==> src/include/spmm_defines.svh <==
`ifndef SPMM_DEFINES_SVH
`define SPMM_DEFINES_SVH

// Matrix dimension, also the lane count per chunk
`define SPMM_N 4
`define SPMM_W 8
`define SPMM_LG_N 2

// Wide enough to hold N*N nonzeros
`define SPMM_PTR_W 5

// Rows per RHS load block and per output block
`define SPMM_BLOCK_ROWS 2
`define SPMM_NUM_BLOCKS 2

// Chunk acceptance to result store write
`define SPMM_PIPE_DEPTH 2

`endif

==> src/hw/spmm_pkg.sv <==
`default_nettype none

`include "spmm_defines.svh"

package spmm_pkg;

    typedef logic [`SPMM_W-1:0] data_t;
    typedef logic [`SPMM_LG_N-1:0] idx_t;
    typedef logic [`SPMM_PTR_W-1:0] ptr_t;

    // At least one bit even for a single block
    typedef logic [(`SPMM_NUM_BLOCKS > 1 ? $clog2(`SPMM_NUM_BLOCKS) : 1)-1:0] block_t;

    typedef enum logic [2:0] {
        IDLE,
        LOAD_RHS,
        COMPUTE,
        DRAIN,
        OUTPUT
    } spmm_state_t;

endpackage

`default_nettype wire

==> src/hw/pe_column.sv <==
`timescale 1ns/100ps
`default_nettype none

`include "spmm_defines.svh"

module pe_column (
    input  logic                clock,
    input  logic                reset,
    input  logic                lhs_valid,
    input  spmm_pkg::idx_t      lhs_col [`SPMM_N-1:0],
    input  spmm_pkg::data_t     lhs_data [`SPMM_N-1:0],
    input  spmm_pkg::data_t     rhs_col [`SPMM_N-1:0],
    input  logic [`SPMM_N-1:0]  lane_valid,
    input  spmm_pkg::idx_t      lane_row [`SPMM_N-1:0],
    input  logic [`SPMM_N-1:0]  lane_end,
    input  logic                stage_valid,
    input  logic                stage_first,
    output logic [`SPMM_N-1:0]  wr_en,
    output spmm_pkg::idx_t      wr_row [`SPMM_N-1:0],
    output spmm_pkg::data_t     wr_data [`SPMM_N-1:0]
);
    import spmm_pkg::*;

    data_t  prod_q [`SPMM_N-1:0];
    data_t  masked [`SPMM_N-1:0];
    data_t  seg_sum [`SPMM_N-1:0];
    data_t  halo_q;
    data_t  halo_in;
    data_t  halo_out;

    // Products wrap to W bits, same as the final sums
    always_ff @(posedge clock) begin
        if (lhs_valid) begin
            for (int i = 0; i < `SPMM_N; i++) begin
                prod_q[i] <= lhs_data[i] * rhs_col[lhs_col[i]];
            end
        end
    end

    always_comb begin
        for (int i = 0; i < `SPMM_N; i++) begin
            masked[i] = lane_valid[i] ? prod_q[i] : '0;
        end
    end

    // A new job never inherits the previous job's carry
    assign halo_in = stage_first ? '0 : halo_q;

    segmented_reducer u_segmented_reducer (
        .products (masked),
        .lane_end (lane_end),
        .halo_in  (halo_in),
        .seg_sum  (seg_sum),
        .halo_out (halo_out)
    );

    always_ff @(posedge clock or posedge reset) begin
        if (reset) begin
            wr_en  <= '0;
            halo_q <= '0;
        end else begin
            wr_en <= stage_valid ? (lane_valid & lane_end) : '0;
            if (stage_valid)
                halo_q <= halo_out;
        end
    end

    always_ff @(posedge clock) begin
        if (stage_valid) begin
            wr_row  <= lane_row;
            wr_data <= seg_sum;
        end
    end

endmodule

`default_nettype wire

==> src/hw/result_buffer.sv <==
`timescale 1ns/100ps
`default_nettype none

`include "spmm_defines.svh"

module result_buffer (
    input  logic                clock,
    input  logic                reset,
    input  logic                clear_results,
    input  logic [`SPMM_N-1:0]  wr_en [`SPMM_N-1:0],
    input  spmm_pkg::idx_t      wr_row [`SPMM_N-1:0][`SPMM_N-1:0],
    input  spmm_pkg::data_t     wr_data [`SPMM_N-1:0][`SPMM_N-1:0],
    input  spmm_pkg::block_t    out_block,
    output spmm_pkg::data_t     out_data [`SPMM_BLOCK_ROWS-1:0][`SPMM_N-1:0]
);
    import spmm_pkg::*;

    // Indexed by row then column
    data_t store [`SPMM_N-1:0][`SPMM_N-1:0];

    always_ff @(posedge clock or posedge reset) begin
        if (reset) begin
            store <= '{default: '0};
        end else if (clear_results) begin
            // Rows that never get a write stay zero
            store <= '{default: '0};
        end else begin
            for (int c = 0; c < `SPMM_N; c++) begin
                for (int l = 0; l < `SPMM_N; l++) begin
                    if (wr_en[c][l])
                        store[wr_row[c][l]][c] <= wr_data[c][l];
                end
            end
        end
    end

    always_comb begin
        for (int r = 0; r < `SPMM_BLOCK_ROWS; r++) begin
            for (int c = 0; c < `SPMM_N; c++) begin
                out_data[r][c] = store[int'(out_block) * `SPMM_BLOCK_ROWS + r][c];
            end
        end
    end

    // Each row ends at exactly one lane, so one writer per row and column
    for (genvar c = 0; c < `SPMM_N; c++) begin : g_col_check
        for (genvar a = 0; a < `SPMM_N; a++) begin : g_lane_a
            for (genvar b = a + 1; b < `SPMM_N; b++) begin : g_lane_b
                single_writer_a: assert property (
                    @(posedge clock) disable iff (reset)
                    !(wr_en[c][a] && wr_en[c][b] && wr_row[c][a] == wr_row[c][b])
                );
            end
        end
    end

endmodule

`default_nettype wire

==> src/hw/rhs_buffer.sv <==
`timescale 1ns/100ps
`default_nettype none

`include "spmm_defines.svh"

module rhs_buffer (
    input  logic              clock,
    input  logic              rhs_wr,
    input  spmm_pkg::block_t  rhs_block,
    input  spmm_pkg::data_t   rhs_data [`SPMM_BLOCK_ROWS-1:0][`SPMM_N-1:0],
    output spmm_pkg::data_t   rhs_cols [`SPMM_N-1:0][`SPMM_N-1:0]
);

    // Stored transposed so each column is one contiguous slice
    always_ff @(posedge clock) begin
        if (rhs_wr) begin
            for (int r = 0; r < `SPMM_BLOCK_ROWS; r++) begin
                for (int c = 0; c < `SPMM_N; c++) begin
                    rhs_cols[c][int'(rhs_block) * `SPMM_BLOCK_ROWS + r] <= rhs_data[r][c];
                end
            end
        end
    end

endmodule

`default_nettype wire

==> src/hw/row_split_decoder.sv <==
`timescale 1ns/100ps
`default_nettype none

`include "spmm_defines.svh"

module row_split_decoder (
    input  logic                clock,
    input  logic                reset,
    input  logic                lhs_valid,
    input  spmm_pkg::ptr_t      lhs_ptr [`SPMM_N-1:0],
    input  spmm_pkg::idx_t      chunk_idx,
    input  logic                first_chunk,
    output logic [`SPMM_N-1:0]  lane_valid,
    output spmm_pkg::idx_t      lane_row [`SPMM_N-1:0],
    output logic [`SPMM_N-1:0]  lane_end,
    output logic                stage_valid,
    output logic                stage_first
);
    import spmm_pkg::*;

    logic [`SPMM_N-1:0]  next_valid;
    idx_t                next_row [`SPMM_N-1:0];
    logic [`SPMM_N-1:0]  next_end;

    always_comb begin
        ptr_t pos;
        for (int i = 0; i < `SPMM_N; i++) begin
            // Global nonzero position of this lane
            pos = ptr_t'({chunk_idx, idx_t'(i)});
            next_valid[i] = pos < lhs_ptr[`SPMM_N-1];
            next_row[i] = '0;
            next_end[i] = 1'b0;
            for (int j = 0; j < `SPMM_N; j++) begin
                // Rows already finished at or before pos, empty rows included
                if (lhs_ptr[j] <= pos)
                    next_row[i] = next_row[i] + 1'b1;
                if (lhs_ptr[j] == pos + 1'b1)
                    next_end[i] = 1'b1;
            end
        end
    end

    always_ff @(posedge clock or posedge reset) begin
        if (reset) begin
            stage_valid <= 1'b0;
            stage_first <= 1'b0;
        end else begin
            stage_valid <= lhs_valid;
            if (lhs_valid)
                stage_first <= first_chunk;
        end
    end

    always_ff @(posedge clock) begin
        if (lhs_valid) begin
            lane_valid <= next_valid;
            lane_row   <= next_row;
            lane_end   <= next_end;
        end
    end

    for (genvar j = 1; j < `SPMM_N; j++) begin : g_ptr_check
        ptr_order_a: assert property (
            @(posedge clock) disable iff (reset) lhs_valid |-> lhs_ptr[j] >= lhs_ptr[j-1]
        );
    end

endmodule

`default_nettype wire

==> src/hw/segmented_reducer.sv <==
`timescale 1ns/100ps
`default_nettype none

`include "spmm_defines.svh"

module segmented_reducer (
    input  spmm_pkg::data_t     products [`SPMM_N-1:0],
    input  logic [`SPMM_N-1:0]  lane_end,
    input  spmm_pkg::data_t     halo_in,
    output spmm_pkg::data_t     seg_sum [`SPMM_N-1:0],
    output spmm_pkg::data_t     halo_out
);
    import spmm_pkg::*;

    // Single level scan, short enough for N lanes in one cycle
    always_comb begin
        data_t run;
        run = halo_in;
        for (int i = 0; i < `SPMM_N; i++) begin
            run = run + products[i];
            seg_sum[i] = run;
            // Next lane opens a new row
            if (lane_end[i])
                run = '0;
        end
        // Zero when the last lane closed its row
        halo_out = run;
    end

endmodule

`default_nettype wire

==> src/hw/spmm_control.sv <==
`timescale 1ns/100ps
`default_nettype none

`include "spmm_defines.svh"

module spmm_control (
    input  logic              clock,
    input  logic              reset,
    input  logic              rhs_start,
    input  logic              lhs_valid,
    input  spmm_pkg::ptr_t    nnz_count,
    input  logic              out_start,
    output logic              rhs_ready,
    output logic              lhs_ready,
    output logic              out_ready,
    output logic              rhs_wr,
    output spmm_pkg::block_t  rhs_block,
    output spmm_pkg::idx_t    chunk_idx,
    output logic              first_chunk,
    output logic              clear_results,
    output spmm_pkg::block_t  out_block
);
    import spmm_pkg::*;

    localparam int DRAIN_W = $clog2(`SPMM_PIPE_DEPTH + 1);

    spmm_state_t         state;
    spmm_state_t         next_state;
    block_t              load_cnt;
    idx_t                chunk_cnt;
    logic [DRAIN_W-1:0]  drain_cnt;
    block_t              out_cnt;
    ptr_t                last_chunk;
    logic                load_last;
    logic                chunk_last;
    logic                drain_done;
    logic                out_last;

    // ceil(nnz/N) - 1, every job has at least one nonzero
    assign last_chunk = (nnz_count - 1'b1) >> `SPMM_LG_N;

    // Block 0 comes with the start strobe, the rest back to back
    assign rhs_wr     = (state == IDLE && rhs_start) || state == LOAD_RHS;
    assign load_last  = rhs_wr && load_cnt == block_t'(`SPMM_NUM_BLOCKS - 1);
    assign chunk_last = state == COMPUTE && lhs_valid && ptr_t'(chunk_cnt) == last_chunk;
    assign drain_done = state == DRAIN && drain_cnt == DRAIN_W'(`SPMM_PIPE_DEPTH);
    assign out_last   = state == OUTPUT && out_start && out_cnt == block_t'(`SPMM_NUM_BLOCKS - 1);

    always_comb begin
        next_state = state;
        case (state)
            IDLE: begin
                if (load_last)
                    next_state = COMPUTE;
                else if (rhs_start)
                    next_state = LOAD_RHS;
            end
            LOAD_RHS: if (load_last) next_state = COMPUTE;
            COMPUTE:  if (chunk_last) next_state = DRAIN;
            DRAIN:    if (drain_done) next_state = OUTPUT;
            OUTPUT:   if (out_last) next_state = IDLE;
            default:  next_state = IDLE;
        endcase
    end

    always_ff @(posedge clock or posedge reset) begin
        if (reset) begin
            state     <= IDLE;
            load_cnt  <= '0;
            chunk_cnt <= '0;
            drain_cnt <= '0;
            out_cnt   <= '0;
        end else begin
            state <= next_state;

            if (load_last)
                load_cnt <= '0;
            else if (rhs_wr)
                load_cnt <= load_cnt + 1'b1;

            if (state != COMPUTE)
                chunk_cnt <= '0;
            else if (lhs_valid)
                chunk_cnt <= chunk_cnt + 1'b1;

            if (state == DRAIN)
                drain_cnt <= drain_cnt + 1'b1;
            else
                drain_cnt <= '0;

            // Block index only moves when the consumer takes it
            if (out_last)
                out_cnt <= '0;
            else if (state == OUTPUT && out_start)
                out_cnt <= out_cnt + 1'b1;
        end
    end

    assign rhs_ready     = state == IDLE;
    assign lhs_ready     = state == COMPUTE;
    assign out_ready     = state == OUTPUT;
    assign rhs_block     = load_cnt;
    assign chunk_idx     = chunk_cnt;
    assign first_chunk   = chunk_cnt == '0;
    assign clear_results = load_last;
    assign out_block     = out_cnt;

    lhs_valid_in_compute_a: assert property (
        @(posedge clock) disable iff (reset) lhs_valid |-> state == COMPUTE
    );

    rhs_start_in_idle_a: assert property (
        @(posedge clock) disable iff (reset) rhs_start |-> state == IDLE
    );

endmodule

`default_nettype wire

==> src/hw/spmm_top.sv <==
`timescale 1ns/100ps
`default_nettype none

`include "spmm_defines.svh"

module spmm_top (
    input  logic              clock,
    input  logic              reset,
    input  logic              rhs_start,
    input  spmm_pkg::data_t   rhs_data [`SPMM_BLOCK_ROWS-1:0][`SPMM_N-1:0],
    input  logic              lhs_valid,
    input  spmm_pkg::ptr_t    lhs_ptr [`SPMM_N-1:0],
    input  spmm_pkg::idx_t    lhs_col [`SPMM_N-1:0],
    input  spmm_pkg::data_t   lhs_data [`SPMM_N-1:0],
    input  logic              out_start,
    output logic              rhs_ready,
    output logic              lhs_ready,
    output logic              out_ready,
    output spmm_pkg::block_t  out_block,
    output spmm_pkg::data_t   out_data [`SPMM_BLOCK_ROWS-1:0][`SPMM_N-1:0]
);
    import spmm_pkg::*;

    logic                rhs_wr;
    block_t              rhs_block;
    idx_t                chunk_idx;
    logic                first_chunk;
    logic                clear_results;
    data_t               rhs_cols [`SPMM_N-1:0][`SPMM_N-1:0];

    // Decoder outputs shared by all columns
    logic [`SPMM_N-1:0]  lane_valid;
    idx_t                lane_row [`SPMM_N-1:0];
    logic [`SPMM_N-1:0]  lane_end;
    logic                stage_valid;
    logic                stage_first;

    // Write requests, indexed by column then lane
    logic [`SPMM_N-1:0]  wr_en [`SPMM_N-1:0];
    idx_t                wr_row [`SPMM_N-1:0][`SPMM_N-1:0];
    data_t               wr_data [`SPMM_N-1:0][`SPMM_N-1:0];

    spmm_control u_spmm_control (
        .clock         (clock),
        .reset         (reset),
        .rhs_start     (rhs_start),
        .lhs_valid     (lhs_valid),
        .nnz_count     (lhs_ptr[`SPMM_N-1]),
        .out_start     (out_start),
        .rhs_ready     (rhs_ready),
        .lhs_ready     (lhs_ready),
        .out_ready     (out_ready),
        .rhs_wr        (rhs_wr),
        .rhs_block     (rhs_block),
        .chunk_idx     (chunk_idx),
        .first_chunk   (first_chunk),
        .clear_results (clear_results),
        .out_block     (out_block)
    );

    rhs_buffer u_rhs_buffer (
        .clock     (clock),
        .rhs_wr    (rhs_wr),
        .rhs_block (rhs_block),
        .rhs_data  (rhs_data),
        .rhs_cols  (rhs_cols)
    );

    row_split_decoder u_row_split_decoder (
        .clock       (clock),
        .reset       (reset),
        .lhs_valid   (lhs_valid),
        .lhs_ptr     (lhs_ptr),
        .chunk_idx   (chunk_idx),
        .first_chunk (first_chunk),
        .lane_valid  (lane_valid),
        .lane_row    (lane_row),
        .lane_end    (lane_end),
        .stage_valid (stage_valid),
        .stage_first (stage_first)
    );

    // One processing column per result column
    for (genvar c = 0; c < `SPMM_N; c++) begin : g_col
        pe_column u_pe_column (
            .clock       (clock),
            .reset       (reset),
            .lhs_valid   (lhs_valid),
            .lhs_col     (lhs_col),
            .lhs_data    (lhs_data),
            .rhs_col     (rhs_cols[c]),
            .lane_valid  (lane_valid),
            .lane_row    (lane_row),
            .lane_end    (lane_end),
            .stage_valid (stage_valid),
            .stage_first (stage_first),
            .wr_en       (wr_en[c]),
            .wr_row      (wr_row[c]),
            .wr_data     (wr_data[c])
        );
    end

    result_buffer u_result_buffer (
        .clock         (clock),
        .reset         (reset),
        .clear_results (clear_results),
        .wr_en         (wr_en),
        .wr_row        (wr_row),
        .wr_data       (wr_data),
        .out_block     (out_block),
        .out_data      (out_data)
    );

endmodule

`default_nettype wire

==> config.mk <==
export PLATFORM = sky130hd
export DESIGN_NAME = spmm_top
export DESIGN_NICKNAME = d
export VERILOG_FILES = /design/src/hw/spmm_pkg.sv /design/src/hw/pe_column.sv /design/src/hw/result_buffer.sv /design/src/hw/rhs_buffer.sv /design/src/hw/row_split_decoder.sv /design/src/hw/segmented_reducer.sv /design/src/hw/spmm_control.sv /design/src/hw/spmm_top.sv
export VERILOG_INCLUDE_DIRS = /design/src /design/src/include
export SDC_FILE = /design/constraint.sdc
export NUM_CORES = 2
export LEC_CHECK = 0
export BUFFER_PORTS_ARGS = -buffer_cell sky130_fd_sc_hd__buf_2
export CAP_MARGIN = 20
export CORE_ASPECT_RATIO = 1.2
export CORE_MARGIN = 3
export CORE_UTILIZATION = 60
export DETAILED_ROUTE_END_ITERATION = 8
export GPL_TIMING_DRIVEN = 0
export PLACE_DENSITY = 0.86
export SKIP_CTS_REPAIR_TIMING = 1
export SYNTH_ARGS = -nofsm -noshare
export SYNTH_HDL_FRONTEND = slang
export SYNTH_HIERARCHICAL = 1
export SYNTH_SLANG_ARGS = --single-unit
==> constraint.sdc <==
create_clock -name clock -period 9.71 [get_ports clock]
set_input_delay 0 -clock clock [delete_from_list [all_inputs] [get_ports clock]]
set_output_delay 0 -clock clock [all_outputs]
set_load 0.01 [all_outputs]
# After elaboration in Yosys (flattened, before gate mapping)
# Memory sizes are Yosys's and may differ from the RTL's.
# Index checks and enable logic that the tools add are counted.
# word_totals
mem_bits_rw,128
ff_bits,455
memories,4
# classes
mux,202
n_bitwise,1
n_addsub,39
n_reduce_logical,24
magnitude_cmp,38
n_eq_ne,28
n_mul,16
# memory_table
name,words,width,rd,rd_clocked_by_memory_dff,write_ports,line,rtl
g_col[0].u_pe_column.prod_q,4,8,4,0,4,pe_column.sv:24,data_t prod_q [`SPMM_N-1:0];
g_col[1].u_pe_column.prod_q,4,8,4,0,4,pe_column.sv:24,
g_col[2].u_pe_column.prod_q,4,8,4,0,4,pe_column.sv:24,
g_col[3].u_pe_column.prod_q,4,8,4,0,4,pe_column.sv:24,
# op_table
cell,n
$mux 128,32
$bwmux 128,16
$demux 32 s2,16
$mux 8,58
$bmux 8 s2,16
$bwmux 32,8
$mux 32,8
$add 8x8->8,16
$mul 8x8->8,16
$mux 24,4
$eq 5x5->1,16
$le 5x4->1,16
$bmux 32 s2,1
$lt 32x4->1 const B,2
$mux 16,4
$ge 32x1->1 const B,1
$lt 2x3->1 const B,10
$mux 2,15
$add 2x1->2 const B,10
$add 4x1->5 const B,4
$lt 4x5->1,4
$mux 3,6
$demux 8 s2,1
$pmux 3 s5,1
24 further kinds,67

# Depth between registers and ports, before layout
# logic_depth
word_depth,52
mapped_depth,24
ltp_nobuf,24

# By module
# The synthesis kept the hierarchy.
# modules_own_cells
mod,n_inst,area_per_inst_um2,cells_each,seq_area_each_um2
result_buffer,1,10223.6,1214,3203.1
pe_column (g_col[2].u_pe_column),1,7226.9,610,2462.4
pe_column (g_col[3].u_pe_column),1,7194.4,608,2462.4
pe_column (g_col[1].u_pe_column),1,7186.9,597,2462.4
pe_column (g_col[0].u_pe_column),1,7160.6,599,2462.4
segmented_reducer,4,1311.3,167,0.0
rhs_buffer,1,4311.6,201,3843.7
row_split_decoder,1,1609.0,163,530.5
spmm_control,1,525.5,53,225.2

# Worst setup path before layout
# OpenSTA, ideal clock, no wires.
# synth_timing
path_type,reg-to-reg
startpoint,register u_row_split_decoder.stage_first
endpoint,register g_col[0].u_pe_column.halo_q[7]
arrival_ns,4.981
path_slack_ns,4.605
stages_incl_launch_ff,25
path_buffers,0
setup_ns,0.125
cell_sequence,dfrtp_1 nor2b_1 ha_1 fa_1 xor2_1 nor2b_1 ha_1 a21o_1 a21oi_1 xnor2_1 nor2b_1 ha_1 nand3_1 o211ai_1 nor2_1 xnor2_1 nor2b_1 ha_1 nor3_1 nor2_1 o41ai_1 xnor2_1 a21o_1 a21oi_2 mux2_2
# synth_lines
item,line,rtl
"start, declared",row_split_decoder.sv:17,output logic stage_first
"start signal, assigned",row_split_decoder.sv:50,stage_first <= first_chunk;
"end signal, assigned",pe_column.sv:64,halo_q <= halo_out;
"end, declared",pe_column.sv:27,data_t halo_q;

==> results.env <==
OUTCOME='complete, but fails checks'
VIOLATIONS='DRC, hold timing'
TIGHTEST_SLEW_NS=1.19
PRE_CTS_WS_NS=3.90
CLOCK_ROOT_BUFFER='sky130_fd_sc_hd__clkbuf_16'
GRT_SETUP_UNREPAIRED='false'
SYNTH_WARNINGS=6
POST_SYNTH_FA_HA_MAJ_AREA_FRACTION_PCT=17.9
GRT_OVERFLOW_TOTAL=0
AREA.SEQUENTIAL_UM2=17700
DIE-HEIGHT_UM=324
FINALWEIGHTEDCONGESTION=0.966
SLEW-LIMIT-HEADROOM_PCT=20.7
CRITICALPATHCATEGORY='flip-flop to flip-flop'
DIE_WIDTH_UM=271
FILLERS=6182
WL_PER_CELL_UM=23.2
YS_TYPES=82
MAXCAPVIOLATIONS=0
POSTLAYOUTCOREUTIL_PCT=67.6
POST_SYNTH_INST_COUNT=4713
TOP_USAGE_LAYER='met2'
TIMING.FINAL.CRIT_SHARE_PCT=62.1
FIN_NETS=5795
CP-START-KIND='flip-flop'
YS_SEQ_AREA_SHARE_PCT=34.8
SYNTH_COMPOUND_AREA_SHARE_PCT=9.67
NUMBER_OF_CLOCK_BUFFERS_INSERTED_BY_TRITONCTS=61
NUM_IO_PINS=197
HOLD_WORST_SLACK_NS=-0.00941
ROUTING_USAGE_ON_MET1_PCT=42.1
COMBINATIONAL_FAMILY_WITH_THE_MOST_AREA_AFTER_SYNTHESIS='adder cells'
PWR_DENSITY_CELL_nW_PER_UM2=280
NUMBER_OF_DESIGN_RULE_VIOLATIONS_LEFT_AFTER_DETAIL_ROUTING=5
MAX_FREQ_GHz=0.166
MAX-CLOCK-PATH-BUFFERS=3
CLOCK_TREE.HTREE_LEVEL_COUNT=2
FINAL_COUNT_OF_HOLD_TIMING_VIOLATIONS=2
MIN_PATH_TYPE='primary input to flip-flop'
CLOCK_TREE_FROM_TRITONCTS='built'
POWER.SHARE.SEQUENTIAL_PCT=32.1
GRTUSAGEMET3_PCT=5.17
CLOCK_POWER_SHARE_PCT=15.8
AVGVIACOUNTPERCELL=6.19
GR-USAGE-ALL-LAYERS_PCT=32.6
FIN_SETUP_TNS_NS=0
P_LEAK_nW=24.8
PATH_DELAY_FAMILY='adder cells'
SYN-NUM-NETS=5441
PLACE.DETAILED.HPWL_MM=110
WORST_PATH_MAX_DELAY_CELL='sky130_fd_sc_hd__edfxtp_1'
TIMING.CLOCK.SKEW_NS=0.0303
POST_SYNTH.CELL_AREA_AVG_UM2=10.8
CRITICAL_PATH.ENDPOINT_TYPE='flip-flop'
SIMPLE_GATE_FRACTION_OF_SYNTH_AREA_PCT=17.3
YS_FF_LATCH=619
P_INT_mW=9.41
CRITPATHARRIVALTIME_NS=6.59
GRT_START_MAX_NET_PINS=107
CRITICAL_PATH_DATA_REQUIRED_TIME_NS=10.27
CORE_AREA_UM2=83600
CRITICAL_PATH.MAX_STAGE_DELAY_NS=0.58
CRITICAL_PATH.N_BUFFERS_INVERTERS=2
PLACEMENTROWS=116
DRIVE_GT1_SHARE_PCT=14.5
REPORT.FINAL.SLEW_VIOL_COUNT=0
FINAL_PERIOD_MINUS_WORST_SETUP_SLACK_NS=6.03
GRT_ANTENNA_BEFORE_REPAIR=6
DRT_FIRST_PASS_ITERS=8
SYNTH-MAIN-FF-CELL='sky130_fd_sc_hd__edfxtp_1'
SYNTH-ASYNC-RESET-RATIO_PCT=30.2
SETUP_SLACK_NS=3.68
FIRST_GLOBAL_VIAS=39400
POWER_SWITCHING_SHARE_PCT=40.5
COMBPWRFRAC_PCT=52.0
FIN_TOTAL_PWR_mW=15.8
CLK_PIN_SLEW_WORST_PATHS_NS=0.07
CTS_SINKS=619
DRTANTENNAVIOLNETS=0
GRT_FIRST_PASS_WIRELENGTH_MM=225
NETLIST_AREA_UM2=50700
CLOCK_LATENCY_REPORTED_FOR_THE_LATE_SIDE_OF_THE_WORST_SKEW_PAIR_NS=0.67
TOTAL_NET_SWITCHING_POWER_mW=6.40
AREA_OF_COMBINATIONAL_CELLS_WITH_MULTIPLE_INPUTS_UM2=30600
REPORT.FINAL.SETUP_VIOL=0
CRITPATHMAXFANOUT=30
IR_DROP_uV=197
AREAGROWTHSYNTHTOFINISH_PCT=11.4
ROUTED_WIRELENGTH_MM=145
DRTITER0DRC=4143
FINAL_COMMON_CELL='sky130_fd_sc_hd__nand2_1'
SYNTH_EDF_COUNT=432
MUXSHAREOFSYNTHAREA_PCT=8.72
GRT.MET2_USAGE_PCT=52.4
LAYOUT_COMMON_CELLS='465 x sky130_fd_sc_hd__nand2_1, 448 x sky130_fd_sc_hd__and2_1, 432 x sky130_fd_sc_hd__edfxtp_1'
AREA_SHARE_OF_XOR_XNOR_CELLS_IN_THE_SYNTHESIZED_DESIGN_PCT=6.89
INITIAL_UTILIZATION_PCT=60.6
DIE-AREA_UM2=88000
PORT_BUFFERS=190
DETAILROUTE.VIA_COUNT=38700
==> per-stage QoR <==
step | hold slack [ns] | cells | area, µm²
floorplan | -0.259 | 4713 | 50700
global placement | 0.0195 | 6024 | 53000
detailed placement | 0.0598 | 6039 | 53400
CTS | -0.655 | 6154 | 55600
global route | 0.000764 | 6245 | 56500
finish | -0.00941 | 6250 | 56500
==> kinds of logic after synthesis <==
kind of cell    after synthesis
mux                         270
buf+inv                     556
simple gates               1658
compound gates              650
xor+xnor                    361
flops                       619
fa+ha+maj                   599
==> Yosys cell counts (9+ instances only) <==
master,n,area (µm²)
sky130_fd_sc_hd__a311oi_1,89,780
sky130_fd_sc_hd__mux4_1,12,315
sky130_fd_sc_hd__clkbuf_1,40,150
sky130_fd_sc_hd__nor2b_1,236,1480
sky130_fd_sc_hd__and3_1,24,150
sky130_fd_sc_hd__o21ai_0,59,295
sky130_fd_sc_hd__buf_6,29,327
sky130_fd_sc_hd__buf_4,11,82.6
sky130_fd_sc_hd__fa_1,208,4160
sky130_fd_sc_hd__nand3b_2,10,113
sky130_fd_sc_hd__mux2_2,98,1100
sky130_fd_sc_hd__nor3_2,9,90.1
sky130_fd_sc_hd__o31a_1,32,280
sky130_fd_sc_hd__xor2_1,100,876
sky130_fd_sc_hd__a32oi_1,34,298
sky130_fd_sc_hd__nand4b_1,10,87.6
sky130_fd_sc_hd__a221oi_1,32,280
sky130_fd_sc_hd__mux2i_1,44,440
sky130_fd_sc_hd__nor3_1,46,230
sky130_fd_sc_hd__nand3b_1,12,90.1
sky130_fd_sc_hd__ha_1,391,4890
sky130_fd_sc_hd__and2_2,18,135
sky130_fd_sc_hd__o211ai_1,16,120
sky130_fd_sc_hd__nor2_1,283,1060
sky130_fd_sc_hd__mux4_2,111,2500
sky130_fd_sc_hd__o21bai_1,16,120
sky130_fd_sc_hd__xnor2_1,237,2080
sky130_fd_sc_hd__a21o_1,65,488
sky130_fd_sc_hd__dfrtp_1,187,4680
sky130_fd_sc_hd__buf_2,44,220
sky130_fd_sc_hd__nand3_1,34,170
sky130_fd_sc_hd__and2_1,449,2810
sky130_fd_sc_hd__a31o_2,32,280
sky130_fd_sc_hd__xnor3_1,24,541
sky130_fd_sc_hd__a21oi_1,136,681
sky130_fd_sc_hd__buf_1,17,63.8
sky130_fd_sc_hd__inv_1,410,1540
sky130_fd_sc_hd__nand2_1,465,1750
sky130_fd_sc_hd__edfxtp_1,432,13000
sky130_fd_sc_hd__a211o_1,75,657
==> power groups by stage <==
| stage | clock network [mW] | registers, mW | logic [mW] |
|---|---|---|---|
| floorplan | 0 | 4.66 | 5.92 |
| global placement | 0 | 5.10 | 7.60 |
| detailed placement | 0 | 5.06 | 7.98 |
| CTS | 2.55 | 5.02 | 8.08 |
| global route | 2.64 | 5.14 | 8.97 |
| finish | 2.50 | 5.08 | 8.22 |
==> state kept, by name, summed over array words and instances (netlist names), 4 cells and up <==
name and cells:
u_rhs_buffer/rhs_cols 128, g_col.u_pe_column/prod_q 128, u_row_split_decoder/lane_end 4, g_col.u_pe_column/wr_row 32
g_col.u_pe_column/wr_en 16, u_result_buffer/store 128, u_row_split_decoder/lane_valid 4, u_row_split_decoder/lane_row 8
g_col.u_pe_column/wr_data 128, g_col.u_pe_column/halo_q 32
==> layout make-up <==
type | instances | share of cell area [%]
buffer | 146 | 1.54
antenna | 10 | 0.0443
clock inverter | 43 | 0.942
multi-input combinational | 3538 | 54.2
inverter | 410 | 2.73
timing repair buffer | 291 | 3.93
clock buffer | 72 | 2.83
tap | 1121 | 2.48
sequential | 619 | 31.3
==> worst min-delay path: stages <==
cell and delay [ns]:
sky130_fd_sc_hd__buf_2 0.13, sky130_fd_sc_hd__o32a_1 0.17, sky130_fd_sc_hd__nor2_1 0.08, sky130_fd_sc_hd__mux2i_1 0.15
==> layer usage <==
metal	share of wire [%]	vias to the layer above	wire (µm)
met4	6.9	2	10000
met2	46	2000	66900
met3	8.0	499	11600
met1	39	18900	56100
met5	0.0097	-	14
li1	-	17300	-
==> path summary, 6_finish.rpt <==
kind	from	end	slack [ns]	depth (start not counted)
setup / recovery	u_row_split_decoder/lane_valid[0]	g_col[1].u_pe_column/halo_q[7]	3.68	25
hold / removal	lhs_ptr[11]	u_row_split_decoder/lane_row[1]	-0.009	4
setup reg to reg	u_row_split_decoder/lane_valid[0]	g_col[1].u_pe_column/halo_q[7]	3.68	25
hold reg to reg	u_spmm_control/drain_cnt[0]	u_spmm_control/drain_cnt[0]	0.43	1
max in group asynchronous	reset	u_result_buffer/store[73]	8.74	4
min in group asynchronous	reset	u_spmm_control/state[2]	0.04	3
(Power assumes the default switching activity.)
